`src/source/edpPkg.sv`:
```
package edpPkg;

  // Data path widths
  localparam int wordBits = 36;
  localparam int halfBits = 18;
  localparam int sliceBits = 6;

  // Fast memory geometry
  localparam int fmWords = 128;
  localparam int fmAddrBits = 7;

  // One word seen whole or as two halves
  typedef union packed {
    logic [0:wordBits-1] full;
    struct packed {
      logic [0:halfBits-1] left;
      logic [0:halfBits-1] right;
    } half;
  } tHalfWord;

  // Adder functions
  localparam logic [0:2] adAdd = 3'd0;
  localparam logic [0:2] adSub = 3'd1;
  localparam logic [0:2] adAnd = 3'd2;
  localparam logic [0:2] adOr = 3'd3;
  localparam logic [0:2] adXor = 3'd4;
  localparam logic [0:2] adPassA = 3'd5;
  localparam logic [0:2] adPassB = 3'd6;
  localparam logic [0:2] adOnes = 3'd7;

  // Adder A operand selects
  localparam logic [0:1] adaAr = 2'd0;
  localparam logic [0:1] adaArx = 2'd1;
  localparam logic [0:1] adaMq = 2'd2;
  localparam logic [0:1] adaPc = 2'd3;

  // Adder B operand selects
  localparam logic [0:1] adbFm = 2'd0;
  localparam logic [0:1] adbBrx2 = 2'd1;
  localparam logic [0:1] adbBr = 2'd2;
  localparam logic [0:1] adbArx4 = 2'd3;

  // AR and ARX sources
  localparam logic [0:2] srcArmm = 3'd0;
  localparam logic [0:2] srcCache = 3'd1;
  localparam logic [0:2] srcAd = 3'd2;
  localparam logic [0:2] srcEbus = 3'd3;
  localparam logic [0:2] srcShift = 3'd4;
  localparam logic [0:2] srcAdShl = 3'd5;
  localparam logic [0:2] srcMq = 3'd6;
  localparam logic [0:2] srcAdShr = 3'd7;

  // MQ universal shift register functions
  localparam logic [0:1] usrLoad = 2'd0;
  localparam logic [0:1] usrShl = 2'd1;
  localparam logic [0:1] usrShr = 2'd2;
  localparam logic [0:1] usrHold = 2'd3;

  // Diagnostic read sources
  localparam logic [0:2] diagAr = 3'd0;
  localparam logic [0:2] diagBr = 3'd1;
  localparam logic [0:2] diagMq = 3'd2;
  localparam logic [0:2] diagFm = 3'd3;
  localparam logic [0:2] diagBrx = 3'd4;
  localparam logic [0:2] diagArx = 3'd5;
  localparam logic [0:2] diagZero = 3'd6;
  localparam logic [0:2] diagAd = 3'd7;

endpackage
```
`src/source/fastMem.sv`:
```
`timescale 1ns/100ps

module fastMem #(
  parameter int fmDepth = 128
) (
  input  logic                          eboxClk,
  input  logic [0:edpPkg::fmAddrBits-1] fmAddr,
  input  logic                          fmWriteLeft,
  input  logic                          fmWriteRight,
  input  logic [0:edpPkg::wordBits-1]   ar,
  output logic [0:edpPkg::wordBits-1]   fmData,
  output logic                          fmParity
);

  logic [0:edpPkg::wordBits-1] mem [fmDepth];

  // Each half has its own write enable, data always comes from AR
  always_ff @(posedge eboxClk) begin
    if (fmWriteLeft) begin
      mem[fmAddr][0:17] <= ar[0:17];
    end
    if (fmWriteRight) begin
      mem[fmAddr][18:35] <= ar[18:35];
    end
  end

  // Read returns the word as it was before a same-edge write
  always_ff @(posedge eboxClk) begin
    fmData <= mem[fmAddr];
  end

  assign fmParity = ^fmData;

endmodule

```
`config.mk`:
```
export PLATFORM = sky130hd
export DESIGN_NAME = fastMem
export DESIGN_NICKNAME = d
export VERILOG_FILES = /design/src/source/edpPkg.sv /design/src/source/fastMem.sv
export SDC_FILE = /design/constraint.sdc
export NUM_CORES = 2
export LEC_CHECK = 0
export BUFFER_PORTS_ARGS = -buffer_cell sky130_fd_sc_hd__buf_2
export CAP_MARGIN = 20
export CORE_UTILIZATION = 25
export CTS_BUF_LIST = sky130_fd_sc_hd__clkbuf_2
export CTS_CLUSTER_DIAMETER = 50
export DETAILED_ROUTE_END_ITERATION = 16
export PLACE_DENSITY = 0.48
export SLEW_MARGIN = 20
export SYNTH_ARGS = -nofsm -noshare
export SYNTH_HDL_FRONTEND = slang
export SYNTH_MEMORY_MAX_BITS = 65536
export SYNTH_SLANG_ARGS = --single-unit
```
`constraint.sdc`:
```
create_clock -name eboxClk -period 2.85 [get_ports eboxClk]
set_input_delay 0.285 -clock eboxClk [delete_from_list [all_inputs] [get_ports eboxClk]]
set_output_delay 0.285 -clock eboxClk [all_outputs]
set_load 0.03 [all_outputs]
```
==> results.tsv <==
metric	value	unit
start_util	0.251	
fmax	206	MHz
syn_nets	9719	
hpwl	434	mm
worst_slew_pin_slew	1.22	ns
whs_path_depth	10	
ios	83	
die_w	839	um
peakVddDrop	0.00137	V
power.total	133	mW
vias	113007	
numPortBuffers	82	
regToRegStartpoint	mem[61][6]	
place.gp.congestion	0.873	
endpoint_kind	primary output	
rr_endpoint	fmData[29]	
max_cap_viol_count	0	
critPathTopFamily	XOR/XNOR gates	
cts_tree	built	
cp_slowest_cell	dfxtp_4	
cts_root_buffer	clkbuf_2	
max_stage_delay	0.39	ns
relSlewSlack	0.186	
synth_cell_type_count	64	
hold_viol	0	
clk_pin_slew	0.12	ns
cp_common_cell	xnor2_2	
status	complete, but fails checks	
finalNetCount	12196	
path_buf_inv	3	
layout-drive-gt1-share	0.323	
ys.warnings.count	0	
ys.flop_type	edfxtp_1	
setup_viol	68	
timing.final.crit_share	1.70	
clockBufferDepth	5	
first_pass_iters	8	
p_leak	71.3	nW
vias_per_cell	5.11	
violations	setup timing	
clock_latency	2.52	ns
postRouteAntennaNets	0	
path_max_fanout	2	
drc_errors	0	
cts.sinks	4644	
area_delta_synth_final	24.2	%
h-tree-depth	7	
postSynthAreaPerCell	18.1	sq um
grt_pass1_vias	110923	
path_class	reg2out	
r2r_cells	8	
crit_arrival	4.57	ns
final_max_slew_viol_count	0	
routed_wl	666	mm
row_count	307	
worstPathRequired	2.57	ns
start_kind	register	
antenna_found_initial	51	
grt-ovfl-total	0	
grt_first_pass_wirelength	909	mm
synth_seq_area_share	0.793	
track_usage	0.184	
powerDensity	611	nW/um^2
drt_iter0_markers	13596	
rsz0062_at_grt	yes	
wl_per_cell	30.1	um
hold_end	fmData[18]	
min_period	4.85	ns
netlist_instances	9673	
cts-buffers-inserted	1206	
setup_slack	-2.00	ns
min_from	fmAddr[5]	
async_reset_ff_frac	0	
cp_cell_sequence	xnor2_4 > xnor2_2 > buf_4 > xnor2_4 > xnor2_2 > xnor2_1 > buf_6 > xnor2_2 > buf_6	
die_h	839	um
netlist_area	175000	sq um
fin_skew	0.218	ns
ys_seq_elements	4644	
tns	-38.78	ns
synth_edf_count	4608	
hold-worst-slack	0.0635	ns
hold_path_class	in2reg	
core_area	699000	sq um
setup.reg_to_reg.worst_slack	0.25	ns
grt_max_degree	129	
die_area	705000	sq um
==> cell type report <==
class / instances / area (sq um)
fillers: 68590 / 481000
flip-flops and latches: 4644 / 139000
multi-input cells: 4190 / 33200
repair buffers: 2104 / 24200
well taps: 9270 / 11600
clock buffers: 1708 / 8550
clock inverters: 173 / 922
diodes: 43 / 108
inverters: 4 / 31.3
==> state kept, by name (all words and copies together), names as in the netlist <==
signal	count
fmData	36
mem	4608
==> layout by cell type (no fill, tap or decap), drive strengths merged, types with 28 or more instances in the layout <==
| cell type | instances |
|---|---|
| dfxtp | 36 |
| nand2 | 28 |
| clkbuf | 1708 |
| edfxtp | 4608 |
| mux2i | 480 |
| o21ai | 148 |
| a22oi | 437 |
| nor4 | 45 |
| dlygate4sd3 | 181 |
| diode | 43 |
| a21oi | 74 |
| o221ai | 214 |
| o22ai | 500 |
| a22o | 49 |
| mux2 | 72 |
| nor2 | 462 |
| o22a | 41 |
| xnor2 | 32 |
| clkinv | 149 |
| nor3 | 57 |
| buf | 1921 |
| a221oi | 1251 |
==> worst min-delay path, cell delays in order <==
cell and delay, ns:
dlygate4sd3_1 0.56, buf_8 0.15, buf_12 0.14, and2b_4 0.21
buf_12 0.19, a221oi_1 0.31, o22ai_1 0.12, nor2_1 0.11
or4_1 0.19, a32oi_1 0.12
==> worst max path at each step <==
stage                     startpoint  cells after the start    endpoint  slack [ns]
after floorplan            fmAddr[3]                      8  mem[43][0]       -0.04
after global placement     fmAddr[4]                     11   fmData[4]       -0.85
after detailed placement   fmAddr[5]                     13  fmData[16]       -0.67
after CTS                 fmData[35]                      8    fmParity       -2.25
after global routing      fmData[35]                      8    fmParity       -2.20
final                      fmData[5]                      9    fmParity       -2.00
==> per-stage QoR <==
step | instances | cell area, sq um | setup WS [ns] | util
4_1_cts | 22091 | 218000 | -2.25 | 0.312
3_3_place_gp | 19985 | 204000 | -0.845 | 0.293
5_1_grt | 22124 | 218000 | -2.20 | 0.312
6_report | 22136 | 218000 | -2.00 | 0.312
2_1_floorplan | 9673 | 175000 | -0.0389 | -
3_5_place_dp | 19985 | 204000 | -0.675 | 0.293
==> power by group <==
group | leakage [nW] | internal (mW) | total [mW] | switching (mW)
sequential | 41.7 | 75.3 | 75.6 | 0.315
clock | 7.55 | 16.6 | 43.8 | 27.2
combinational | 22.0 | 4.93 | 13.7 | 8.79
==> Yosys cell counts (all sizes together) (28+ instances only) <==
| library cell | number | area [sq um] |
|---|---|---|
| nor2 | 462 | 1750 |
| a22o | 49 | 429 |
| o221ai | 214 | 1870 |
| dfxtp | 36 | 721 |
| nor4 | 45 | 282 |
| mux2 | 72 | 811 |
| nand2 | 28 | 105 |
| o22a | 41 | 359 |
| mux2i | 480 | 4800 |
| xnor2 | 32 | 280 |
| o22ai | 500 | 3130 |
| a21oi | 74 | 370 |
| a22oi | 437 | 3280 |
| clkbuf | 254 | 953 |
| nor3 | 57 | 285 |
| edfxtp | 4608 | 138000 |
| o21ai | 148 | 741 |
| a221oi | 1251 | 11000 |
| buf | 581 | 3170 |
==> timing repair <==
action,in CTS,in global routing
hold endpoints to repair,9252,1698
hold buffers,223,11
setup endpoints to repair,37,1446
buffers inserted,11,12
gates resized for setup,247,47
pin swaps,6,0
==> cells by family after synthesis <==
logic type,count (synthesis),synth area share
mux,568,0.0341
compound gates,2860,0.128
flops,4644,0.793
buf+inv,839,0.0236
simple gates,727,0.0193
xor+xnor,35,0.00175
==> layer usage <==
layer	GRT usage	vias up	routed length, um
met2	0.285	5423	306000
met1	0.256	59631	291000
met3	0.0381	906	51100
li1	-	47039	-
met4	0.0615	8	18100
met5	0	-	52
(Power assumes the default switching activity.)
