[src/source/edpPkg.sv]
package edpPkg;

  // Data path widths
  localparam int wordBits = 36;
  localparam int halfBits = 18;
  localparam int sliceBits = 6;

  // Fast memory geometry
  localparam int fmWords = 128;
  localparam int fmAddrBits = 7;

  // One word seen whole or as two halves
  typedef union packed {
    logic [0:wordBits-1] full;
    struct packed {
      logic [0:halfBits-1] left;
      logic [0:halfBits-1] right;
    } half;
  } tHalfWord;

  // Adder functions
  localparam logic [0:2] adAdd = 3'd0;
  localparam logic [0:2] adSub = 3'd1;
  localparam logic [0:2] adAnd = 3'd2;
  localparam logic [0:2] adOr = 3'd3;
  localparam logic [0:2] adXor = 3'd4;
  localparam logic [0:2] adPassA = 3'd5;
  localparam logic [0:2] adPassB = 3'd6;
  localparam logic [0:2] adOnes = 3'd7;

  // Adder A operand selects
  localparam logic [0:1] adaAr = 2'd0;
  localparam logic [0:1] adaArx = 2'd1;
  localparam logic [0:1] adaMq = 2'd2;
  localparam logic [0:1] adaPc = 2'd3;

  // Adder B operand selects
  localparam logic [0:1] adbFm = 2'd0;
  localparam logic [0:1] adbBrx2 = 2'd1;
  localparam logic [0:1] adbBr = 2'd2;
  localparam logic [0:1] adbArx4 = 2'd3;

  // AR and ARX sources
  localparam logic [0:2] srcArmm = 3'd0;
  localparam logic [0:2] srcCache = 3'd1;
  localparam logic [0:2] srcAd = 3'd2;
  localparam logic [0:2] srcEbus = 3'd3;
  localparam logic [0:2] srcShift = 3'd4;
  localparam logic [0:2] srcAdShl = 3'd5;
  localparam logic [0:2] srcMq = 3'd6;
  localparam logic [0:2] srcAdShr = 3'd7;

  // MQ universal shift register functions
  localparam logic [0:1] usrLoad = 2'd0;
  localparam logic [0:1] usrShl = 2'd1;
  localparam logic [0:1] usrShr = 2'd2;
  localparam logic [0:1] usrHold = 2'd3;

  // Diagnostic read sources
  localparam logic [0:2] diagAr = 3'd0;
  localparam logic [0:2] diagBr = 3'd1;
  localparam logic [0:2] diagMq = 3'd2;
  localparam logic [0:2] diagFm = 3'd3;
  localparam logic [0:2] diagBrx = 3'd4;
  localparam logic [0:2] diagArx = 3'd5;
  localparam logic [0:2] diagZero = 3'd6;
  localparam logic [0:2] diagAd = 3'd7;

endpackage
[src/source/mqShifter.sv]
`timescale 1ns/100ps

module mqShifter (
  input  logic                        eboxClk,
  input  logic                        rst,
  input  logic [0:1]                  mqSel,
  input  logic [0:1]                  mqmSel,
  input  logic                        mqmEn,
  input  logic [0:edpPkg::wordBits-1] ad,
  input  logic [0:edpPkg::wordBits-1] shiftIn,
  input  logic                        adCarryOut,
  output logic [0:edpPkg::wordBits-1] mq
);

  logic [0:edpPkg::wordBits-1] mqm;

  // MQM mux, zero when not enabled
  always_comb begin
    if (!mqmEn) begin
      mqm = '0;
    end else begin
      unique case (mqmSel)
        2'd0:    mqm = {mq[34:35], mq[0:33]};
        2'd1:    mqm = shiftIn;
        2'd2:    mqm = ad;
        default: mqm = '1;
      endcase
    end
  end

  always_ff @(posedge eboxClk) begin
    if (rst) begin
      mq <= '0;
    end else begin
      unique case (mqSel)
        edpPkg::usrLoad: mq <= mqm;
        // No ADX here, so the AD carry feeds the low end
        edpPkg::usrShl:  mq <= {mq[1:35], adCarryOut};
        edpPkg::usrShr:  mq <= {mq[0], mq[0:34]};
        default:         mq <= mq;
      endcase
    end
  end

endmodule

[config.mk]
export PLATFORM = sky130hd
export DESIGN_NAME = mqShifter
export DESIGN_NICKNAME = d
export VERILOG_FILES = /design/src/source/edpPkg.sv /design/src/source/mqShifter.sv
export SDC_FILE = /design/constraint.sdc
export NUM_CORES = 1
export LEC_CHECK = 0
export BUFFER_PORTS_ARGS = -buffer_cell sky130_fd_sc_hd__buf_2
export CORE_AREA = 2 2 86 88
export DETAILED_ROUTE_END_ITERATION = 10
export DIE_AREA = 0 0 88 90
export PLACE_DENSITY = 0.84
export SYNTH_ARGS = -nofsm -noshare
export SYNTH_HDL_FRONTEND = slang
export SYNTH_SLANG_ARGS = --single-unit
[constraint.sdc]
create_clock -name eboxClk -period 1.55 [get_ports eboxClk]
set_clock_uncertainty 0.15 [all_clocks]
set_input_delay 0.0775 -clock eboxClk [delete_from_list [all_inputs] [get_ports eboxClk]]
set_output_delay 0.0775 -clock eboxClk [all_outputs]
set_load 0.005 [all_outputs]
==> impl_summary.md <==
Yosys
The mean instance size in the synthesized netlist is 10.48 µm². The post-synthesis instance area is 0.003143 mm². The number of different library cells in the post-synthesis netlist is 23. Synthesis produced 300 cells. The sequential area share after synthesis is 0.2293. The synthesized netlist net count is 384. Counting flops and latches in the post-synthesis netlist gives 36. The count of synthesis-stage warnings from yosys is 0.

Timing
The worst path in the final design needs a cycle of 1.334 ns, including I/O delays and setup. The post-route worst hold slack is 0.04008 ns. The number of hold violations in the final report is 0. The pin slew with the least headroom to its limit is 1.029 ns. Derived from the worst setup path, the maximum achievable clock frequency is 749.7 MHz. The worst max-slew margin expressed relative to the limit is 0.3138.

The final count of negative-setup-slack endpoints is 0. The final count of pins violating max slew is 0. Setup repair after global routing left no endpoint under its margin.

In the finished design, the share of the clock period the worst path needs comes to 0.8605.

GRT
The via count of the first global-routing pass is 2,788. The pin count of the biggest net entering global routing is 37. The first global-routing pass estimated 13,550 µm of wire. For this run, the total global-route usage over all layers was measured as 0.2074. After global routing the overflow that remains totals 0.

The initial antenna violation count is 0.

Min path
The path class of the tightest hold or removal check is in2reg. The launch instance of the worst min-delay path is ad[34].

Critical path
In this run the worst path has a maximum fanout of 21. The startpoint type of the worst setup path is an input port. At the worst endpoint, the required time is 1.57 ns. The maximum cell stage delay along the critical path is 0.33 ns. Data on the critical path arrives at its endpoint at 1.36 ns. The critical path goes through buf_2 > inv_1 > ha_1 > nor2b_4 > buf_12 > o221ai_1 > a221oi_1. The critical path class is in2reg. The cell family with the largest share of critical-path delay is compound AO/OA/AOI/OAI gates.

The most critical setup path has its startpoint at mqSel[1]. The cell with the biggest individual delay on the critical path is sky130_fd_sc_hd__ha_1. The startpoint of the worst register-to-register path is mq[11]. The worst setup path is captured at a flop. The number of buffers and inverters on the critical path is 3.

Floorplan
During I/O placement, the number of pins put on the boundary was 116. In this run the standard cell core region covers 0.007020 mm². The full die area is 0.007920 mm².

For this configuration, the core starts out at a cell density of 0.4477. The die width is 88 µm. The total number of placement rows is 31. The die is 90 µm tall.

Clocking
The CTS tree is built. The latest clock arrival within the worst-skew pair is 0.28 ns. The clock net sink count is 36. The clock-pin slew of the registers on the worst-case setup and hold paths is 0.07 ns. The root buffer cell is sky130_fd_sc_hd__clkbuf_8. The deepest level of the CTS H-tree is 2.

The post-CTS repair timing setup buffer count is 0. The clock buffer count from CTS is 5. In this run the deepest clock path goes through 2 buffers.

Power and ir drop
VDD sags by at most 0.0003508 V. Overall power consumption after layout is estimated at 2.660 mW. For this design the static power due to leakage is 1.514 nW. For this design the ratio of total power to cell area is 687.9 mW/mm².

Cells and area
The flip-flop count of the largest register, all copies and words added is 36. In the final layout, the share of cells above drive strength 1 is 0.5970. The largest registers in the layout are mq (36). The multi-input combinational cells in the finished layout cover a total of 0.001998 mm². Once layout is complete, the cells apart from fillers number 501. In the final layout, flip-flops and latches occupy 720.7 µm². The layout-stage area growth over the synthesis result is 23.05%.

Ranked by flip-flop count, first place goes to mq. The number of fill cells in the layout is 613. The count of antenna diodes in the layout is 0. At the end of the flow, the number of nets in the layout was 485.

Detailed routing
The initial detailed-routing violation count is 206. In this run the remaining antenna-violating nets after routing total 0. The number of vias in the routed layout is 2,943. The mean number of vias per cell is 5.874. The count of TritonRoute iterations in the first routing pass is 4. The average routed wire per standard cell is 17.04 µm.

The wire length reported by the detailed router is 8535 µm. The detailed-route DRC error count is 0.

Placement
The total half-perimeter wirelength after legalization and detailed placement is 5976 µm. The congestion estimate from routability-driven global placement came to 0.8081. Input and output buffers added on the ports amount to 115. The cell count after placement is 492.

Flow run
The max-capacitance violation count is 0.

Status
The run finished with clean final reports.
-- metrics by stage --
stage | instance area, µm² | utilization | setup TNS, ns | setup slack (ns)
floorplan | 3143 | - | 0 | 0.06036
global placement | 3767 | 0.5366 | 0 | 0.007467
detailed placement | 3767 | 0.5366 | -0.2776 | -0.06671
CTS | 3867 | 0.5509 | 0 | 0.2241
global route | 3867 | 0.5509 | 0 | 0.1339
finish | 3867 | 0.5509 | 0 | 0.2162
-- layout make-up --
type / count / share of cell area
multi-input combinational: 187 / 0.5167
timing repair buffer: 134 / 0.2058
sequential: 36 / 0.1863
inverter: 37 / 0.03591
tap: 99 / 0.03203
clock buffer: 8 / 0.02329
-- placed cells by master (no fill, tap or decap), drive strengths merged --
master       instances
buf                133
inv                 37
mux2                36
dfxtp               36
o221ai              36
a22o                35
a21oi               35
a221oi              35
clkbuf               8
ha                   4
nand2b               1
nor2b                1
o21ba                1
nand3                1
nor2                 1
a311oi               1
dlygate4sd3          1
-- power by group --
| group | total (mW) | internal (mW) | switching (mW) |
|---|---|---|---|
| Sequential | 1.09 | 0.996 | 0.0946 |
| Clock | 0.688 | 0.363 | 0.325 |
| Combinational | 0.881 | 0.428 | 0.453 |
| Total | 2.66 | 1.79 | 0.873 |
-- cells in the mapped netlist --
master,n,area (µm²)
sky130_fd_sc_hd__inv_1,37,138.9
sky130_fd_sc_hd__dfxtp_1,36,720.7
sky130_fd_sc_hd__mux2_2,36,405.4
sky130_fd_sc_hd__a21oi_1,35,175.2
sky130_fd_sc_hd__a22o_1,35,306.5
sky130_fd_sc_hd__a221oi_2,31,465.5
sky130_fd_sc_hd__o221ai_2,30,450.4
sky130_fd_sc_hd__buf_2,14,70.07
sky130_fd_sc_hd__clkbuf_1,12,45.04
sky130_fd_sc_hd__buf_6,6,67.56
sky130_fd_sc_hd__o221ai_1,6,52.55
sky130_fd_sc_hd__a221oi_1,4,35.03
sky130_fd_sc_hd__buf_12,4,80.08
sky130_fd_sc_hd__ha_1,4,50.05
sky130_fd_sc_hd__buf_1,2,7.510
sky130_fd_sc_hd__a311oi_1,1,8.760
sky130_fd_sc_hd__buf_4,1,7.510
sky130_fd_sc_hd__buf_8,1,15.01
sky130_fd_sc_hd__nand2b_4,1,13.76
sky130_fd_sc_hd__nand3_1,1,5.000
sky130_fd_sc_hd__nor2_1,1,3.750
sky130_fd_sc_hd__nor2b_2,1,8.760
sky130_fd_sc_hd__o21ba_2,1,10.01
-- what timing repair did --
action                                 CTS  global route
endpoints found under the hold margin    1             0
resized for setup                        0             0
setup endpoints to repair                0             0
hold buffers                             1             0
-- cell families (layout without fill, tap and decap cells) --
family          count (synthesis)  after routing  synth area share
buf+inv                        77            179            0.1373
flops                          36             36            0.2293
compound gates                143            143            0.4785
mux                            36             36            0.1290
fa+ha+maj                       4              4           0.01592
simple gates                    4              4          0.009949
-- per-layer routing --
metal  GRT usage  vias up  part of all wire
met5           0        -                 0
li1            -     1398                 -
met3     0.03214       10             0.056
met4     0.05513        0             0.016
met2      0.3485      113              0.49
met1      0.2727     1422              0.44
-- worst reg2reg max path, delay by kind of cell, from the launching register on --
kind,cells,cell delay (ns)
DFF,1,0.41
AOI/OAI and AO/OA,2,0.40
muxes,1,0.18
-- worst paths after layout --
| check | depth (start not counted) | endpoint | slack (ns) |
|---|---|---|---|
| worst min register to register | 2 | mq[35] | 0.37 |
| worst min-delay path | 3 | mq[34] | 0.04 |
| worst max-delay path | 7 | mq[13] | 0.22 |
| worst max register to register | 3 | mq[13] | 0.31 |
No activity file was read; power rests on OpenSTA's default activity.
