$ cat config.mk
export PLATFORM = sky130hd
export DESIGN_NAME = ebusDriver
export DESIGN_NICKNAME = d
export VERILOG_FILES = /design/src/source/edpPkg.sv /design/src/source/ebusDriver.sv
export SDC_FILE = /design/constraint.sdc
export NUM_CORES = 1
export LEC_CHECK = 0
export ABC_AREA = 1
export ABC_CLOCK_PERIOD_IN_PS = 2800
export BUFFER_PORTS_ARGS = -buffer_cell sky130_fd_sc_hd__buf_2
export CAP_MARGIN = 10
export CORE_AREA = 2 2 115 117
export CTS_CLUSTER_SIZE = 16
export DETAILED_ROUTE_END_ITERATION = 7
export DIE_AREA = 0 0 117 119
export PLACE_DENSITY = 0.71
export SLEW_MARGIN = 30
export SYNTH_ARGS = -nofsm -noshare
export SYNTH_HDL_FRONTEND = slang
export SYNTH_SLANG_ARGS = --single-unit
export TNS_END_PERCENT = 1
$ cat constraint.sdc
create_clock -name eboxClk -period 2.8 [get_ports eboxClk]
set_input_delay 0.56 -clock eboxClk [delete_from_list [all_inputs] [get_ports eboxClk]]
set_output_delay 0.56 -clock eboxClk [all_outputs]
set_load 0.01 [all_outputs]
$ cat src/source/edpPkg.sv
package edpPkg;

  // Data path widths
  localparam int wordBits = 36;
  localparam int halfBits = 18;
  localparam int sliceBits = 6;

  // Fast memory geometry
  localparam int fmWords = 128;
  localparam int fmAddrBits = 7;

  // One word seen whole or as two halves
  typedef union packed {
    logic [0:wordBits-1] full;
    struct packed {
      logic [0:halfBits-1] left;
      logic [0:halfBits-1] right;
    } half;
  } tHalfWord;

  // Adder functions
  localparam logic [0:2] adAdd = 3'd0;
  localparam logic [0:2] adSub = 3'd1;
  localparam logic [0:2] adAnd = 3'd2;
  localparam logic [0:2] adOr = 3'd3;
  localparam logic [0:2] adXor = 3'd4;
  localparam logic [0:2] adPassA = 3'd5;
  localparam logic [0:2] adPassB = 3'd6;
  localparam logic [0:2] adOnes = 3'd7;

  // Adder A operand selects
  localparam logic [0:1] adaAr = 2'd0;
  localparam logic [0:1] adaArx = 2'd1;
  localparam logic [0:1] adaMq = 2'd2;
  localparam logic [0:1] adaPc = 2'd3;

  // Adder B operand selects
  localparam logic [0:1] adbFm = 2'd0;
  localparam logic [0:1] adbBrx2 = 2'd1;
  localparam logic [0:1] adbBr = 2'd2;
  localparam logic [0:1] adbArx4 = 2'd3;

  // AR and ARX sources
  localparam logic [0:2] srcArmm = 3'd0;
  localparam logic [0:2] srcCache = 3'd1;
  localparam logic [0:2] srcAd = 3'd2;
  localparam logic [0:2] srcEbus = 3'd3;
  localparam logic [0:2] srcShift = 3'd4;
  localparam logic [0:2] srcAdShl = 3'd5;
  localparam logic [0:2] srcMq = 3'd6;
  localparam logic [0:2] srcAdShr = 3'd7;

  // MQ universal shift register functions
  localparam logic [0:1] usrLoad = 2'd0;
  localparam logic [0:1] usrShl = 2'd1;
  localparam logic [0:1] usrShr = 2'd2;
  localparam logic [0:1] usrHold = 2'd3;

  // Diagnostic read sources
  localparam logic [0:2] diagAr = 3'd0;
  localparam logic [0:2] diagBr = 3'd1;
  localparam logic [0:2] diagMq = 3'd2;
  localparam logic [0:2] diagFm = 3'd3;
  localparam logic [0:2] diagBrx = 3'd4;
  localparam logic [0:2] diagArx = 3'd5;
  localparam logic [0:2] diagZero = 3'd6;
  localparam logic [0:2] diagAd = 3'd7;

endpackage
$ cat src/source/ebusDriver.sv
`timescale 1ns/100ps

module ebusDriver (
  input  logic                        eboxClk,
  input  logic                        rst,
  input  logic                        diagRead,
  input  logic [0:2]                  diagFunc,
  input  logic                        adToEbusLeft,
  input  logic                        adToEbusRight,
  input  logic [0:edpPkg::wordBits-1] ar,
  input  logic [0:edpPkg::wordBits-1] br,
  input  logic [0:edpPkg::wordBits-1] mq,
  input  logic [0:edpPkg::wordBits-1] fmData,
  input  logic [0:edpPkg::wordBits-1] brx,
  input  logic [0:edpPkg::wordBits-1] arx,
  input  logic [0:edpPkg::wordBits-1] ad,
  output logic [0:edpPkg::wordBits-1] ebusData,
  output logic                        ebusDriving
);

  edpPkg::tHalfWord srcWord;
  edpPkg::tHalfWord maskedWord;
  logic             anyStrobe;
  logic [0:2]       srcSel;

  assign anyStrobe = diagRead | adToEbusLeft | adToEbusRight;

  // Either AD strobe overrides the diagnostic function
  assign srcSel = (adToEbusLeft | adToEbusRight) ? edpPkg::diagAd : diagFunc;

  always_comb begin
    unique case (srcSel)
      edpPkg::diagAr:   srcWord.full = ar;
      edpPkg::diagBr:   srcWord.full = br;
      edpPkg::diagMq:   srcWord.full = mq;
      edpPkg::diagFm:   srcWord.full = fmData;
      edpPkg::diagBrx:  srcWord.full = brx;
      edpPkg::diagArx:  srcWord.full = arx;
      edpPkg::diagZero: srcWord.full = '0;
      default:          srcWord.full = ad;
    endcase
  end

  // A half goes out only for a diag read or its own AD strobe
  always_comb begin
    maskedWord.half.left = (diagRead | adToEbusLeft) ? srcWord.half.left : '0;
    maskedWord.half.right = (diagRead | adToEbusRight) ? srcWord.half.right : '0;
  end

  always_ff @(posedge eboxClk) begin
    if (rst) begin
      ebusData <= '0;
      ebusDriving <= 1'b0;
    end else begin
      ebusDriving <= anyStrobe;
      ebusData <= anyStrobe ? maskedWord.full : '0;
    end
  end

endmodule

==> flow_summary.html <==
<table>
<tr><th>Metric</th><th>Value</th></tr>
<tr><th colspan="2">Status</th></tr>
<tr><td>Run status</td><td>finished, final reports clean</td></tr>
<tr><th colspan="2">Synthesis</th></tr>
<tr><td>Area of the mapped netlist</td><td>0.00353 mm^2</td></tr>
<tr><td>Sequential area share after synthesis</td><td>0.210</td></tr>
<tr><td>Post-synthesis compound-gate area fraction</td><td>0.0539</td></tr>
<tr><td>Share of synthesized area spent on multiplexers</td><td>0</td></tr>
<tr><td>Syn Area/Cell</td><td>5.29 um^2</td></tr>
<tr><td>Post-synthesis cell type with the largest combined area</td><td>sky130_fd_sc_hd__dfxtp_1</td></tr>
<tr><td>Number of cells produced by synthesis</td><td>667</td></tr>
<tr><td>Ys Warns</td><td>0</td></tr>
<tr><td>Count of cell types in the netlist</td><td>23</td></tr>
<tr><td>Share of the synthesized area in the top cell type</td><td>0.210</td></tr>
<tr><td>Largest family of logic cells by synthesized area</td><td>simple AND/OR/NAND/NOR gates</td></tr>
<tr><td>Synth Register Bits</td><td>37</td></tr>
<tr><td>Number of nets produced by synthesis</td><td>about 900</td></tr>
<tr><td>Post-Synth Simple-Gate Area</td><td>0.553</td></tr>
<tr><td>Post-synthesis share of cell area spent on xor and xnor gates</td><td>0</td></tr>
<tr><td>Post-synthesis share of cell area spent on full adders, half adders and majority gates</td><td>0</td></tr>
<tr><td>Ranking of synthesized cells by area</td><td>sky130_fd_sc_hd__dfxtp_1 21%, sky130_fd_sc_hd__nor2_1 19%, sky130_fd_sc_hd__nand2_1 17%</td></tr>
<tr><th colspan="2">Timing</th></tr>
<tr><td>Worst slack on hold paths</td><td>0.508 ns</td></tr>
<tr><td>Slew Limit Headroom</td><td>0.534</td></tr>
<tr><td>Count of pins over their slew limit</td><td>0</td></tr>
<tr><td>Final critical path time including I/O delays and setup</td><td>1.87 ns</td></tr>
<tr><td>Final total negative setup slack</td><td>0 ns</td></tr>
<tr><td>Final number of hold-violating endpoints</td><td>0</td></tr>
<tr><td>Worst Tran Pin Value</td><td>0.699 ns</td></tr>
<tr><td>Upper clock frequency limit</td><td>535 MHz</td></tr>
<tr><td>RSZ-0062 raised after global routing</td><td>no</td></tr>
<tr><td>Final worst path period share</td><td>0.668</td></tr>
<tr><td>Setup-violating endpoint count in the final report</td><td>0</td></tr>
<tr><th colspan="2">Power and ir drop</th></tr>
<tr><td>Power per cell area</td><td>slightly above 300 mW/mm^2</td></tr>
<tr><td>Logic gate share of total power</td><td>0.285</td></tr>
<tr><td>Net switching power</td><td>between 0.4 and 0.5 mW</td></tr>
<tr><td>Reg power frac</td><td>0.353</td></tr>
<tr><td>Total leakage power</td><td>3.17 nW</td></tr>
<tr><td>Largest vdd supply drop</td><td>around 0.18 mV</td></tr>
<tr><td>Switching portion of total power</td><td>0.299</td></tr>
<tr><td>Proportion of power drawn by the clock network</td><td>0.362</td></tr>
<tr><td>Internal power</td><td>1.14 mW</td></tr>
<tr><th colspan="2">Setup path</th></tr>
<tr><td>Worst path depth</td><td>11</td></tr>
<tr><td>Crit path capture type</td><td>register</td></tr>
<tr><td>Startpoint types</td><td>input pin</td></tr>
<tr><td>Worst Path Required</td><td>3.02 ns</td></tr>
<tr><td>Arrival time worst endpoint</td><td>between 2 and 2.5 ns</td></tr>
<tr><td>Number of buffers and inverters on the critical path</td><td>3</td></tr>
<tr><td>Delay-heaviest family, CP</td><td>simple AND/OR/NAND/NOR gates</td></tr>
<tr><td>Slowest cell on crit path</td><td>sky130_fd_sc_hd__nor2_8</td></tr>
<tr><td>Peak fanout along the critical path</td><td>36</td></tr>
<tr><td>Type of the setup path with the least slack</td><td>in -&gt; reg</td></tr>
<tr><td>Delay contributed by the slowest stage of the critical path</td><td>0.55 ns</td></tr>
<tr><td>Series of cell instances along the critical path</td><td>buf_2, nor2_8, nand2_2, nor2_8, buf_4, nand2_2, nand2_1, inv_1, nand2_1, nor2_1, nor2_1</td></tr>
<tr><th colspan="2">Floorplanning</th></tr>
<tr><td>Full die area</td><td>0.0139 mm^2</td></tr>
<tr><td>Core Region</td><td>0.0129 mm^2</td></tr>
<tr><td>Die height</td><td>119 um</td></tr>
<tr><td># IOs</td><td>around 300</td></tr>
<tr><td>Initial standard-cell utilization of the core</td><td>0.274</td></tr>
<tr><td>Horiz. Die Dim</td><td>117 um</td></tr>
<tr><td>Row count</td><td>42</td></tr>
<tr><th colspan="2">Min path</th></tr>
<tr><td>Tightest Hold Check Type</td><td>in -&gt; reg</td></tr>
<tr><td>Number of instances on the worst hold path</td><td>2</td></tr>
<tr><th colspan="2">Global routing</th></tr>
<tr><td>Global-route usage over all layers</td><td>0.195</td></tr>
<tr><td>Total congestion overflow after global routing</td><td>0</td></tr>
<tr><td>Via count of the first global-routing pass</td><td>around 4400</td></tr>
<tr><td>Largest net degree at the start of global routing</td><td>40</td></tr>
<tr><td>Antenna violations before repair</td><td>0</td></tr>
<tr><td>Wire length of the first global-routing pass</td><td>approximately 21000 um</td></tr>
<tr><th colspan="2">Clocking</th></tr>
<tr><td>Clock tree buffer depth</td><td>2</td></tr>
<tr><td>Number of gates given a new drive strength after cts</td><td>0</td></tr>
<tr><td>Post-CTS setup buffers</td><td>0</td></tr>
<tr><td>CTS clk-pin slew, worst paths</td><td>0.06 ns</td></tr>
<tr><td>Number of buffers created by CTS</td><td>5</td></tr>
<tr><td>Number of hold buffers added after CTS</td><td>0</td></tr>
<tr><td>Maximum level of the CTS H-tree</td><td>2</td></tr>
<tr><td>TritonCTS clock tree</td><td>yes</td></tr>
<tr><td>Root buf cell</td><td>sky130_fd_sc_hd__clkbuf_16</td></tr>
<tr><td>TritonCTS sink count</td><td>37</td></tr>
<tr><th colspan="2">Layout</th></tr>
<tr><td>Leading cell type in the layout, fill and taps excluded</td><td>sky130_fd_sc_hd__buf_2</td></tr>
<tr><td>Filler cells</td><td>1468</td></tr>
<tr><td>Commonest cells after routing, fill and taps aside</td><td>296 x sky130_fd_sc_hd__buf_2, 182 x sky130_fd_sc_hd__nor2_1, 160 x sky130_fd_sc_hd__nand2_1, 110 x sky130_fd_sc_hd__inv_1, 72 x sky130_fd_sc_hd__nand3_1</td></tr>
<tr><td>Area of all sequential standard cells</td><td>741 um^2</td></tr>
<tr><td>Count of placed standard cells in the final layout, fillers left out</td><td>1125</td></tr>
<tr><td>Area growth from synthesis to final layout</td><td>49.0%</td></tr>
<tr><td>Combined area of the multi-input logic cells</td><td>about 0.0021 mm^2</td></tr>
<tr><td>Number of nets in the layout</td><td>1209</td></tr>
<tr><td>Antenna diodes</td><td>0</td></tr>
<tr><td>Fraction of final layout cells with drive strength greater than 1</td><td>0.368</td></tr>
<tr><th colspan="2">Routing</th></tr>
<tr><td>Iteration count of the initial detailed-routing pass</td><td>5</td></tr>
<tr><td>Detail-routed net length per standard cell</td><td>approximately 13 um</td></tr>
<tr><td>Remaining design rule violation count</td><td>0</td></tr>
<tr><td>Routed WL</td><td>14200 um</td></tr>
<tr><td>Routed vias/inst</td><td>4.25</td></tr>
<tr><td>Number of routed nets with antenna violations</td><td>0</td></tr>
<tr><td>Number of design-rule violations left by the first detailed-router iteration</td><td>177</td></tr>
<tr><td>Count of vias placed by the detailed router</td><td>about 4800</td></tr>
<tr><th colspan="2">Placed design</th></tr>
<tr><td>Placed wire-length estimate</td><td>11100 um</td></tr>
<tr><td>Weighted congestion at the end of routability-driven global placement</td><td>0.878</td></tr>
<tr><td>Post-placement cell count</td><td>1118</td></tr>
<tr><td>PortBufs</td><td>296</td></tr>
<tr><th colspan="2">Job</th></tr>
<tr><td>Max-cap check violation count</td><td>0</td></tr>
</table>
power groups by stage:
stage | registers (mW) | logic [mW] | clock network [mW]
after floorplan | 0.603 | 0.174 | 0
after global placement | 0.583 | 0.458 | 0
after detailed placement | 0.583 | 0.461 | 0
after CTS | 0.572 | 0.463 | 0.608
after global routing | 0.574 | 0.517 | 0.634
final | 0.572 | 0.462 | 0.586
flip-flops by register name, summed over array words and instances (netlist names):
register,flops
ebusData,36
ebusDriving,1
synth_stat cells:
| cell | number |
|---|---|
| sky130_fd_sc_hd__a21oi_1 | 1 |
| sky130_fd_sc_hd__buf_12 | 2 |
| sky130_fd_sc_hd__buf_2 | 14 |
| sky130_fd_sc_hd__buf_4 | 6 |
| sky130_fd_sc_hd__buf_6 | 4 |
| sky130_fd_sc_hd__clkbuf_1 | 4 |
| sky130_fd_sc_hd__clkbuf_2 | 1 |
| sky130_fd_sc_hd__dfxtp_1 | 37 |
| sky130_fd_sc_hd__inv_1 | 110 |
| sky130_fd_sc_hd__inv_2 | 3 |
| sky130_fd_sc_hd__nand2_1 | 160 |
| sky130_fd_sc_hd__nand2_2 | 21 |
| sky130_fd_sc_hd__nand2_4 | 1 |
| sky130_fd_sc_hd__nand3_1 | 72 |
| sky130_fd_sc_hd__nand3_2 | 2 |
| sky130_fd_sc_hd__nand4_4 | 2 |
| sky130_fd_sc_hd__nor2_1 | 182 |
| sky130_fd_sc_hd__nor2_2 | 2 |
| sky130_fd_sc_hd__nor2_4 | 3 |
| sky130_fd_sc_hd__nor2_8 | 2 |
| sky130_fd_sc_hd__nor3_4 | 1 |
| sky130_fd_sc_hd__o21ai_0 | 22 |
| sky130_fd_sc_hd__o21ai_1 | 15 |
final cells by class:
class,instances,area share
well taps,176,0.0419
inverters,113,0.0807
multi-input cells,486,0.408
repair buffers,306,0.301
flip-flops and latches,37,0.141
clock buffers,7,0.0271
stage by stage:
step           total power, mW  instance area (um^2)  utilization  setup slack (ns)
2_1_floorplan            0.777                  3530            -              1.21
3_3_place_gp              1.04                  5110        0.397             0.650
3_5_place_dp              1.04                  5110        0.397             0.635
4_1_cts                   1.64                  5260        0.408             0.932
5_1_grt                   1.72                  5260        0.408             0.817
6_report                  1.62                  5260        0.408             0.929
path summary, 6_finish.rpt:
path | startpoint | endpoint | slack, ns
setup / recovery | adToEbusLeft | ebusData[18] | 0.93
hold / removal | rst | ebusDriving | 0.51
cells by family after synthesis:
group,count (synthesis)
AO/OA/AOI/OAI,38
AND/OR/NAND/NOR,448
flip-flops,37
buffers and inverters,144
metal layers:
| metal | global-route usage | share of wire |
|---|---|---|
| met1 | 0.223 | 0.41 |
| met2 | 0.352 | 0.48 |
| met3 | 0.0372 | 0.079 |
| met4 | 0.0743 | 0.030 |
| met5 | 0 | 0 |
No activity file was read; power rests on OpenSTA's default activity.
