File: src/source/edpPkg.sv
package edpPkg;

  // Data path widths
  localparam int wordBits = 36;
  localparam int halfBits = 18;
  localparam int sliceBits = 6;

  // Fast memory geometry
  localparam int fmWords = 128;
  localparam int fmAddrBits = 7;

  // One word seen whole or as two halves
  typedef union packed {
    logic [0:wordBits-1] full;
    struct packed {
      logic [0:halfBits-1] left;
      logic [0:halfBits-1] right;
    } half;
  } tHalfWord;

  // Adder functions
  localparam logic [0:2] adAdd = 3'd0;
  localparam logic [0:2] adSub = 3'd1;
  localparam logic [0:2] adAnd = 3'd2;
  localparam logic [0:2] adOr = 3'd3;
  localparam logic [0:2] adXor = 3'd4;
  localparam logic [0:2] adPassA = 3'd5;
  localparam logic [0:2] adPassB = 3'd6;
  localparam logic [0:2] adOnes = 3'd7;

  // Adder A operand selects
  localparam logic [0:1] adaAr = 2'd0;
  localparam logic [0:1] adaArx = 2'd1;
  localparam logic [0:1] adaMq = 2'd2;
  localparam logic [0:1] adaPc = 2'd3;

  // Adder B operand selects
  localparam logic [0:1] adbFm = 2'd0;
  localparam logic [0:1] adbBrx2 = 2'd1;
  localparam logic [0:1] adbBr = 2'd2;
  localparam logic [0:1] adbArx4 = 2'd3;

  // AR and ARX sources
  localparam logic [0:2] srcArmm = 3'd0;
  localparam logic [0:2] srcCache = 3'd1;
  localparam logic [0:2] srcAd = 3'd2;
  localparam logic [0:2] srcEbus = 3'd3;
  localparam logic [0:2] srcShift = 3'd4;
  localparam logic [0:2] srcAdShl = 3'd5;
  localparam logic [0:2] srcMq = 3'd6;
  localparam logic [0:2] srcAdShr = 3'd7;

  // MQ universal shift register functions
  localparam logic [0:1] usrLoad = 2'd0;
  localparam logic [0:1] usrShl = 2'd1;
  localparam logic [0:1] usrShr = 2'd2;
  localparam logic [0:1] usrHold = 2'd3;

  // Diagnostic read sources
  localparam logic [0:2] diagAr = 3'd0;
  localparam logic [0:2] diagBr = 3'd1;
  localparam logic [0:2] diagMq = 3'd2;
  localparam logic [0:2] diagFm = 3'd3;
  localparam logic [0:2] diagBrx = 3'd4;
  localparam logic [0:2] diagArx = 3'd5;
  localparam logic [0:2] diagZero = 3'd6;
  localparam logic [0:2] diagAd = 3'd7;

endpackage
File: src/source/arRegs.sv
`timescale 1ns/100ps

module arRegs (
  input  logic                        eboxClk,
  input  logic                        rst,
  input  logic [0:2]                  arlSel,
  input  logic [0:2]                  arrSel,
  input  logic                        arLeftLoad,
  input  logic                        arRightLoad,
  input  logic                        arLeftClr,
  input  logic                        arRightClr,
  input  logic [0:2]                  arxSel,
  input  logic                        arxLoad,
  input  logic                        brLoad,
  input  logic                        brxLoad,
  input  logic [0:edpPkg::wordBits-1] ad,
  input  logic [0:edpPkg::wordBits-1] mq,
  input  logic [0:edpPkg::wordBits-1] cacheDataRead,
  input  logic [0:edpPkg::wordBits-1] ebusIn,
  input  logic [0:edpPkg::wordBits-1] shiftIn,
  input  logic [0:edpPkg::halfBits-1] armmIn,
  output logic [0:edpPkg::wordBits-1] ar,
  output logic [0:edpPkg::wordBits-1] arx,
  output logic [0:edpPkg::wordBits-1] br,
  output logic [0:edpPkg::wordBits-1] brx
);

  edpPkg::tHalfWord              arCand [8];
  edpPkg::tHalfWord              arReg;
  logic [0:edpPkg::halfBits-1]   arLeft;
  logic [0:edpPkg::halfBits-1]   arRight;
  logic [0:edpPkg::wordBits-1]   arxMux;

  // Eight full-word candidates, each half picks its own
  always_comb begin
    arCand[edpPkg::srcArmm].full = {armmIn, armmIn};
    arCand[edpPkg::srcCache].full = cacheDataRead;
    arCand[edpPkg::srcAd].full = ad;
    arCand[edpPkg::srcEbus].full = ebusIn;
    arCand[edpPkg::srcShift].full = shiftIn;
    arCand[edpPkg::srcAdShl].full = {ad[1:35], 1'b0};
    arCand[edpPkg::srcMq].full = mq;
    // AD over two, sign copied in
    arCand[edpPkg::srcAdShr].full = {ad[0], ad[0], ad[0:33]};
  end

  assign arLeft = arCand[arlSel].half.left;
  assign arRight = arCand[arrSel].half.right;

  // ARX sees MQ where AR sees EBUS, and zero in place of ARMM
  always_comb begin
    case (arxSel)
      edpPkg::srcArmm:              arxMux = '0;
      edpPkg::srcEbus, edpPkg::srcMq: arxMux = mq;
      default:                      arxMux = arCand[arxSel].full;
    endcase
  end

  // Clear of a half beats its load
  always_ff @(posedge eboxClk) begin
    if (rst) begin
      arReg <= '0;
    end else begin
      if (arLeftClr) begin
        arReg.half.left <= '0;
      end else if (arLeftLoad) begin
        arReg.half.left <= arLeft;
      end
      if (arRightClr) begin
        arReg.half.right <= '0;
      end else if (arRightLoad) begin
        arReg.half.right <= arRight;
      end
    end
  end

  assign ar = arReg.full;

  always_ff @(posedge eboxClk) begin
    if (rst) begin
      arx <= '0;
      br <= '0;
      brx <= '0;
    end else begin
      if (arxLoad) begin
        arx <= arxMux;
      end
      if (brLoad) begin
        br <= ar;
      end
      if (brxLoad) begin
        brx <= arx;
      end
    end
  end

endmodule

File: config.mk
export PLATFORM = sky130hd
export DESIGN_NAME = arRegs
export DESIGN_NICKNAME = d
export VERILOG_FILES = /design/src/source/edpPkg.sv /design/src/source/arRegs.sv
export SDC_FILE = /design/constraint.sdc
export NUM_CORES = 1
export LEC_CHECK = 0
export ABC_AREA = 1
export BUFFER_PORTS_ARGS = -buffer_cell sky130_fd_sc_hd__buf_2
export CORE_MARGIN = 2
export CORE_UTILIZATION = 51
export CTS_CLUSTER_SIZE = 16
export DETAILED_ROUTE_END_ITERATION = 10
export GPL_TIMING_DRIVEN = 1
export PLACE_DENSITY = 0.9
export SLEW_MARGIN = 20
export SYNTH_ARGS = -nofsm -noshare
export SYNTH_HDL_FRONTEND = slang
export SYNTH_SLANG_ARGS = --single-unit
File: constraint.sdc
create_clock -name eboxClk -period 1.05 [get_ports eboxClk]
set_input_delay 0.0525 -clock eboxClk [delete_from_list [all_inputs] [get_ports eboxClk]]
set_output_delay 0.0525 -clock eboxClk [all_outputs]
set_load 0.01 [all_outputs]
==> results of run 1 <==
stage by stage:
stage                     utilization [%]     TNS, ns
after floorplan                         -           0
after global placement              64.63      -2.113
after detailed placement            64.63      -3.154
after CTS                           67.97           0
after global routing                68.12  -0.0001640
final                               68.12  -0.0009232
worst paths after layout:
path	end	slack, ns	cells after the start
max	ar[16]	-0.0009	1
min	arx[0]	0.007	5
max reg2reg	ar[33]	0.17	4
min reg2reg	br[31]	0.48	2
cells by family (layout without fill, tap and decap cells):
kind of cell	after synthesis	count (layout)	share of synthesized area [%]
compound gates	158	158	8.245
buf+inv	203	560	10.59
flops	144	144	29.96
other cells	0	5	0
simple gates	1155	1155	51.21
placed cells by master (no fill, tap or decap):
master and instances:
nand2_1 572, buf_2 359, nand3_1 334, nor2_1 211, dfxtp_1 123, o21ai_0 83, a21oi_1 73, inv_1 63
buf_4 62, nand3b_1 33, buf_12 27, dfxtp_2 18, clkbuf_16 17, inv_2 7, clkinv_1 6, diode_2 5
dfxtp_4 3, clkinvlp_4 3, clkinv_4 3, dlygate4sd3_1 3, nand2_4 2, clkbuf_1 2, clkinv_2 2, bufinv_16 2
inv_6 2, or2_2 1, bufinv_8 1, inv_4 1, nand2_8 1, nor2_8 1, o211ai_1 1, a21oi_2 1
layer usage:
metal,routed length (um),vias up
li1,-,6050
met1,16430,5844
met3,5417,190
met2,18240,1117
met4,2350,2
met5,13,-
flip-flops by register name (all words and copies together), names as in the netlist:
register / flops
ar: 36
br: 36
brx: 36
arx: 36
final cells by class:
type / count / area share [%]
multi-input cells: 1313 / 45.23
flip-flops and latches: 144 / 23.04
repair buffers: 451 / 22.38
clock buffers: 19 / 3.420
inverters: 78 / 2.442
well taps: 234 / 2.313
clock inverters: 12 / 1.078
diodes: 5 / 0.09885
where the power goes:
group | leakage (nW) | total, mW | internal, mW | switching [mW]
registers | 1.19 | 6.06 | 5.80 | 0.262
logic | 5.32 | 4.21 | 1.64 | 2.56
clock network | 0.270 | 6.11 | 3.50 | 2.60
total | 6.78 | 16.4 | 10.9 | 5.43
repair_timing:
action                                 CTS  global route
endpoints found under the hold margin    3             0
buffers inserted                         0             0
setup endpoints to repair               17             8
gates resized for setup                 17             8
hold buffers                             3             0
==> results_dict.tcl, run 1 <==
set metrics [dict create \
    outcome "complete, but fails checks" \
    violations "DRC, setup timing" \
    first_pass_iters 11 \
    final.setup.worst_slack_ns -0.0009232 \
    seq_area_frac_synth_pct 29.96 \
    worstHoldStart "arxLoad" \
    yosysWarnings 0 \
    relSlewSlack_pct 65.23 \
    antenna_found_initial 6 \
    synth_cell_type_count 22 \
    ys_async_sr_fraction_pct 0 \
    syn_area_per_cell_sq_um 5.796 \
    grt_use_met1_pct 55.25 \
    yosysMostFrequentCell "nand2_1" \
    rows 50 \
    hp-class "input pin to flop" \
    synth-edff-count 0 \
    core-area_sq_mm 0.01858 \
    setup_violations 1 \
    cts_num_sinks 144 \
    ios 360 \
    r2r_start "ar[33]" \
    numCtsBuffers 17 \
    crit_start "ar[16]" \
    nNetsFinal 2221 \
    cp_top_family "flip-flops" \
    final_antenna_net_count 0 \
    wl_per_cell_um 18.82 \
    cp_max_fo 3 \
    max_stage_delay_ns 0.41 \
    drt-total-wl_um 42460 \
    crit_path_top_delay_cell "dfxtp_1" \
    netlist_area_sq_mm 0.009622 \
    cts_root_buffer "clkbuf_16" \
    die_y_um 141.4 \
    synth_top_area_share_pct 29.96 \
    vias_per_cell 5.852 \
    vias 13200 \
    clk_pin_slew_ns 0.06 \
    post-place-ws_ns -0.1031 \
    place_inst 2217 \
    netlist_top_cells_count "572 x nand2_1, 334 x nand3_1, 211 x nor2_1" \
    h-tree-depth 4 \
    place_congestion 1.032 \
    min_period_ns 1.051 \
    cp.required_ns 1.00 \
    clock.fmax_mhz 951.5 \
    seqCellArea_sq_mm 0.002917 \
    dp_hpwl_um 32730 \
    initial_utilization_pct 51.78 \
    critPathKind "flop to output port" \
    fin_skew_ns 0.009224 \
    yosys-top-cells-area "dfxtp_1 30%, nand2_1 22%, nand3_1 17%" \
    syn_nets 1876 \
    fin_area_sq_mm 0.01266 \
    clkLatencyLatePin_ns 0.43 \
    die_w_um 141.4 \
    cp_num_buf_inv 1 \
    report.final.slew_viol_count 0 \
    grt_max_degree 59 \
    holdWs_ns 0.007249 \
    cts_buffer_depth 2 \
    area_growth_pct 31.55 \
    finalPower_mw 16.38 \
    drc 1 \
    ys.flop_type "dfxtp_1" \
    synth_cells 1660 \
    vdd_drop_max_mv 1.189 \
    crit_arrival_ns 1.00 \
    use_met3_pct 8.606 \
    cp-start-kind "flop" \
    power_leakage_nw 6.784 \
    post-route-period-util_pct 100.1 \
    yosys.area.top_type "dfxtp_1" \
    use_met2_pct 62.70 \
    fillers 1695 \
    grt_use_total_pct 41.25 \
    top_usage_layer "met2" \
    cap_violations 0 \
    drive_above_1_share_pct 25.43 \
    synth_seq_cells 144 \
    multi_input_area_sq_mm 0.005724 \
    tightest_slew_ns 0.5183 \
    grt_pass1_vias 11930 \
    overflow 0 \
    stdcell_count 2256 \
    path_cells "buf_2" \
    numPortBuffers 359 \
    die_area_sq_mm 0.01998 \
    hold_violations 0 \
    post_dp_cell_area_sq_mm 0.01201 \
    dr.first_iter.drc_count 2160 \
    powerDensity_mw_per_mm2 1294 \
    cts_tree "done" \
    grt_pass1_wl_um 64470 \
    cp-end-kind "output port" \
]
(Power assumes the default switching activity.)
==> run 2: changes to the inputs <==
- PLACE_DENSITY: 0.9 -> 0.81
==> run 2 against run 1 <==
The run now ends clean. Utilization increased by 0.088 points. Largest power group is now registers. Die area unchanged. Routed wire length increased by 0.16%. Worst setup slack improved by 0.013 ns. Critical endpoint is now arx[10]. Total power decreased by 1.1%. Design area increased by 0.13%. Maximum frequency increased by 1.3%. Highest routed layer is now met4.
==> results_dict.tcl, run 2 (synthesis results as in run 1) <==
set metrics [dict create \
    outcome "complete, no violations" \
    wl_per_cell_um 18.89 \
    r2r_start "ar[19]" \
    worstHoldStart "ebusIn[35]" \
    drt-total-wl_um 42530 \
    timing.rr.end "ar[19]" \
    numPortBuffers 359 \
    clk_pin_slew_ns 0.07 \
    post_dp_cell_area_sq_mm 0.01198 \
    fin_skew_ns 0.009778 \
    reg2reg_depth 4 \
    final_common_cell "nand2_1" \
    cp-end-kind "flop" \
    r2r_slack_ns 0.32 \
    stdcell_count 2251 \
    hp-class "input pin to flop" \
    initial_utilization_pct 51.78 \
    crit_path_end "arx[10]" \
    min_period_ns 1.038 \
    nNetsFinal 2220 \
    cp.required_ns 1.39 \
    vias_per_cell 5.713 \
    cts_tree "done" \
    seqCellArea_sq_mm 0.002927 \
    ios 360 \
    place_inst 2213 \
    multi_input_area_sq_mm 0.005720 \
    post-place-ws_ns -0.1777 \
    vdd_drop_max_mv 1.035 \
    clock.fmax_mhz 963.6 \
    die_area_sq_mm 0.01998 \
    overflow 0 \
    core-area_sq_mm 0.01858 \
    crit_start "arxLoad" \
    crit_arrival_ns 1.38 \
    grt_pass1_vias 11280 \
    final_antenna_net_count 0 \
    place_congestion 1.002 \
    powerDensity_mw_per_mm2 1278 \
    tightest_slew_ns 0.5687 \
    power_leakage_nw 6.791 \
    rsz0062_at_grt "no" \
    grt_use_total_pct 41.00 \
    postCtsSetupBuffers 0 \
    antenna_found_initial 0 \
    antenna_cells 0 \
    post-route-period-util_pct 98.83 \
    critPathKind "input pin to flop" \
    setup_violations 0 \
    die_y_um 141.4 \
    fillers 1765 \
    report.final.slew_viol_count 0 \
    die_w_um 141.4 \
    h-tree-depth 4 \
    grt_max_degree 62 \
    drive_above_1_share_pct 25.88 \
    cap_violations 0 \
    relSlewSlack_pct 61.86 \
    numCtsBuffers 17 \
    fin_area_sq_mm 0.01267 \
    vias 12860 \
    clkLatencyLatePin_ns 0.43 \
    first_pass_iters 6 \
    area_growth_pct 31.72 \
    cp_max_fo 17 \
    cts_num_sinks 144 \
    dp_hpwl_um 33210 \
    grt_pass1_wl_um 63620 \
    drc 0 \
    final.setup.worst_slack_ns 0.01226 \
    hold_violations 0 \
    final_cell_mix "572 x nand2_1, 358 x buf_2, 334 x nand3_1" \
    cts_root_buffer "clkbuf_16" \
    cts_buffer_depth 2 \
    holdWs_ns 0.02276 \
    cp-start-kind "input pin" \
    dr.first_iter.drc_count 1618 \
    rows 50 \
]
==> run 2: through the flow <==
| stage | setup TNS (ns) | total power, mW | util (%) |
|---|---|---|---|
| floorplan | 0 | 8.368 | - |
| global placement | -4.352 | 10.22 | 64.46 |
| detailed placement | -5.523 | 10.25 | 64.46 |
| CTS | 0 | 16.10 | 67.79 |
| global route | 0 | 16.85 | 68.21 |
| finish | 0 | 16.20 | 68.21 |
==> run 2: layout make-up <==
type	count	area share, %
multi-input combinational	1313	45.14
sequential	144	23.09
timing repair buffer	450	22.64
clock buffer	18	3.386
inverter	78	2.458
tap	234	2.310
clock inverter	14	0.9774
==> run 2: routing by layer <==
layer	part of all wire, %	GRT usage (%)	vias up
met3	12	8.235	128
met5	0	0	-
met2	44	63.62	919
li1	-	-	6052
met1	40	56.28	5760
met4	4.1	15.74	0
==> run 2: report_power, final <==
group	leakage [nW]	total, mW	internal, mW	switching [mW]
Combinational	5.33	4.25	1.67	2.58
Sequential	1.20	6.06	5.81	0.254
Clock	0.261	5.89	3.11	2.78
==> run 2: critical path: stages <==
cell	delay (ns)
dlygate4sd3_1	0.56
buf_6	0.14
inv_4	0.07
buf_12	0.15
nor2_1	0.14
nand2_1	0.10
a21oi_1	0.17
==> run 2: worst min-delay path by stage <==
| stage | end | slack, ns | cells after the start |
|---|---|---|---|
| after global placement | arx[35] | 0.33 | 2 |
| after CTS | arx[4] | 0.02 | 5 |
| after global routing | arx[24] | 0.05 | 5 |
| final | ar[35] | 0.02 | 5 |
| after floorplan | arx[35] | 0.15 | 1 |
| after detailed placement | arx[35] | 0.34 | 2 |
==> run 2: repair_timing <==
item	in CTS	in global routing
setup endpoints to repair	20	27
endpoints found under the hold margin	7	0
hold buffers	4	0
cloned	0	2
gates resized for setup	20	16
==> run 3: changes to the inputs <==
- CORE_ASPECT_RATIO: default -> 1.75
==> run 3 against run 2 <==
Largest cell class unchanged. Cell count increased by 1.2%. Die area up 0.21%. The run now ends with setup timing left. Combinational power increased by 2%. Highest routed layer is now met5.
==> results_dict.tcl, run 3 (synthesis results as in run 1) <==
set metrics [dict create \
    final_common_cell "nand2_1" \
    numCtsBuffers 17 \
    grt_pass1_vias 12560 \
    clkLatencyLatePin_ns 0.44 \
    initial_utilization_pct 51.78 \
    powerDensity_mw_per_mm2 1283 \
    holdWs_ns 0.01352 \
    timing.rr.end "ar[17]" \
    post-route-period-util_pct 100.7 \
    grt_pass1_wl_um 67450 \
    die_w_um 107.8 \
    area_growth_pct 33.55 \
    cp_max_fo 3 \
    r2r_start "ar[17]" \
    ios 360 \
    first_pass_iters 6 \
    final_antenna_net_count 0 \
    crit_path_top_delay_cell "dfxtp_2" \
    cp_num_buf_inv 1 \
    critPathKind "flop to output port" \
    cts_root_buffer "clkbuf_16" \
    rsz0062_at_grt "no" \
    cts_buffer_depth 2 \
    die_area_sq_mm 0.02002 \
    core-area_sq_mm 0.01858 \
    max_stage_delay_ns 0.40 \
    overflow 0 \
    dr.first_iter.drc_count 1076 \
    min_period_ns 1.057 \
    violations "setup timing" \
    grt_max_degree 59 \
    r2r_slack_ns 0.11 \
    cp_top_family "flip-flops" \
    tightest_slew_ns 0.5558 \
    vdd_drop_max_mv 1.157 \
    reg2reg_depth 4 \
    final_cell_mix "572 x nand2_1, 357 x buf_2, 334 x nand3_1" \
    cts_num_sinks 144 \
    cp.required_ns 1.00 \
    fin_setup_tns_ns -0.007034 \
    fin_skew_ns 0.006689 \
    drive_above_1_share_pct 26.69 \
    path_depth 1 \
    hp-class "input pin to flop" \
    nNetsFinal 2241 \
    fin_area_sq_mm 0.01285 \
    drc 0 \
    path_cells "buf_2" \
    grt_use_total_pct 44.67 \
    setup_violations 1 \
    hold_violations 0 \
    seqCellArea_sq_mm 0.002937 \
    vias 13000 \
    power_leakage_nw 6.901 \
    relSlewSlack_pct 62.95 \
    drt-total-wl_um 44830 \
    vias_per_cell 5.708 \
    report.final.slew_viol_count 0 \
    h-tree-depth 4 \
    fillers 1780 \
    cp-end-kind "output port" \
    post_dp_cell_area_sq_mm 0.01217 \
    die_y_um 185.7 \
    cp-start-kind "flop" \
    crit_arrival_ns 1.00 \
    numPortBuffers 359 \
    rows 66 \
    clock.fmax_mhz 946.0 \
    place_congestion 1.077 \
    final.setup.worst_slack_ns -0.007034 \
    antenna_found_initial 3 \
    holdPathStages 5 \
    post-place-ws_ns -0.1963 \
    multi_input_area_sq_mm 0.005723 \
    wl_per_cell_um 19.68 \
    clk_pin_slew_ns 0.07 \
    cts_tree "done" \
    hold_end "ar[35]" \
    cap_violations 0 \
    outcome "complete, but fails checks" \
    worstHoldStart "arRightClr" \
    dp_hpwl_um 34900 \
]
## run 3: layer usage
layer  routed length, um  GRT usage (%)  vias to the layer above  share of wire, %
met2               22050          76.70                      817                49
met3                3955          10.61                      285               8.8
met5                  11              0                        -             0.025
li1                    -              -                     6094                 -
met4                4934          43.13                        2                11
met1               13880          42.47                     5804                31
## run 3: how the worst max path moves through the flow
stage               from      end  slack, ns
2_1_floorplan  arlSel[2]    ar[5]       0.10
3_3_place_gp   arxSel[2]  arx[10]      -0.19
3_5_place_dp   arxSel[2]  arx[13]      -0.20
4_1_cts          arx[22]  arx[22]      0.003
5_1_grt          arx[28]  arx[28]      0.001
6_report          ar[16]   ar[16]     -0.007
## run 3: report_power, final
| part | leakage, nW | internal [mW] | total (mW) | switching (mW) |
|---|---|---|---|---|
| logic | 5.42 | 1.70 | 4.33 | 2.63 |
| clock network | 0.282 | 3.34 | 6.10 | 2.75 |
| registers | 1.20 | 5.80 | 6.06 | 0.257 |
| total | 6.90 | 10.8 | 16.5 | 5.64 |
## run 3: final cells by class
type                       count  share of cell area [%]
inverter                      78                   2.405
timing repair buffer         471                   23.37
clock buffer                  18                   3.340
clock inverter                14                   1.139
sequential                   144                   22.85
antenna                        2                 0.03895
tap                          238                   2.317
multi-input combinational   1313                   44.54
## run 3: worst min-delay path, cell delays in order
cell and delay (ns):
buf_2 0.08, nor2_1 0.05, buf_4 0.12, o21ai_0 0.07, a21oi_1 0.05
## run 3: through the flow
step	instances	util [%]	power, mW
after floorplan	1660	-	8.368
after global placement	2240	65.49	10.30
after detailed placement	2240	65.49	10.34
after CTS	2276	69.00	16.36
after global routing	2278	69.16	17.11
final	2278	69.16	16.48
## run 3: what timing repair did
action                                  in CTS  in global routing
endpoints found under the hold margin        4                  0
pin swaps                                    0                  0
resized for setup                           26                 15
setup buffers                                0                  0
hold buffers                                 4                  0
endpoints found under the setup margin      23                 14
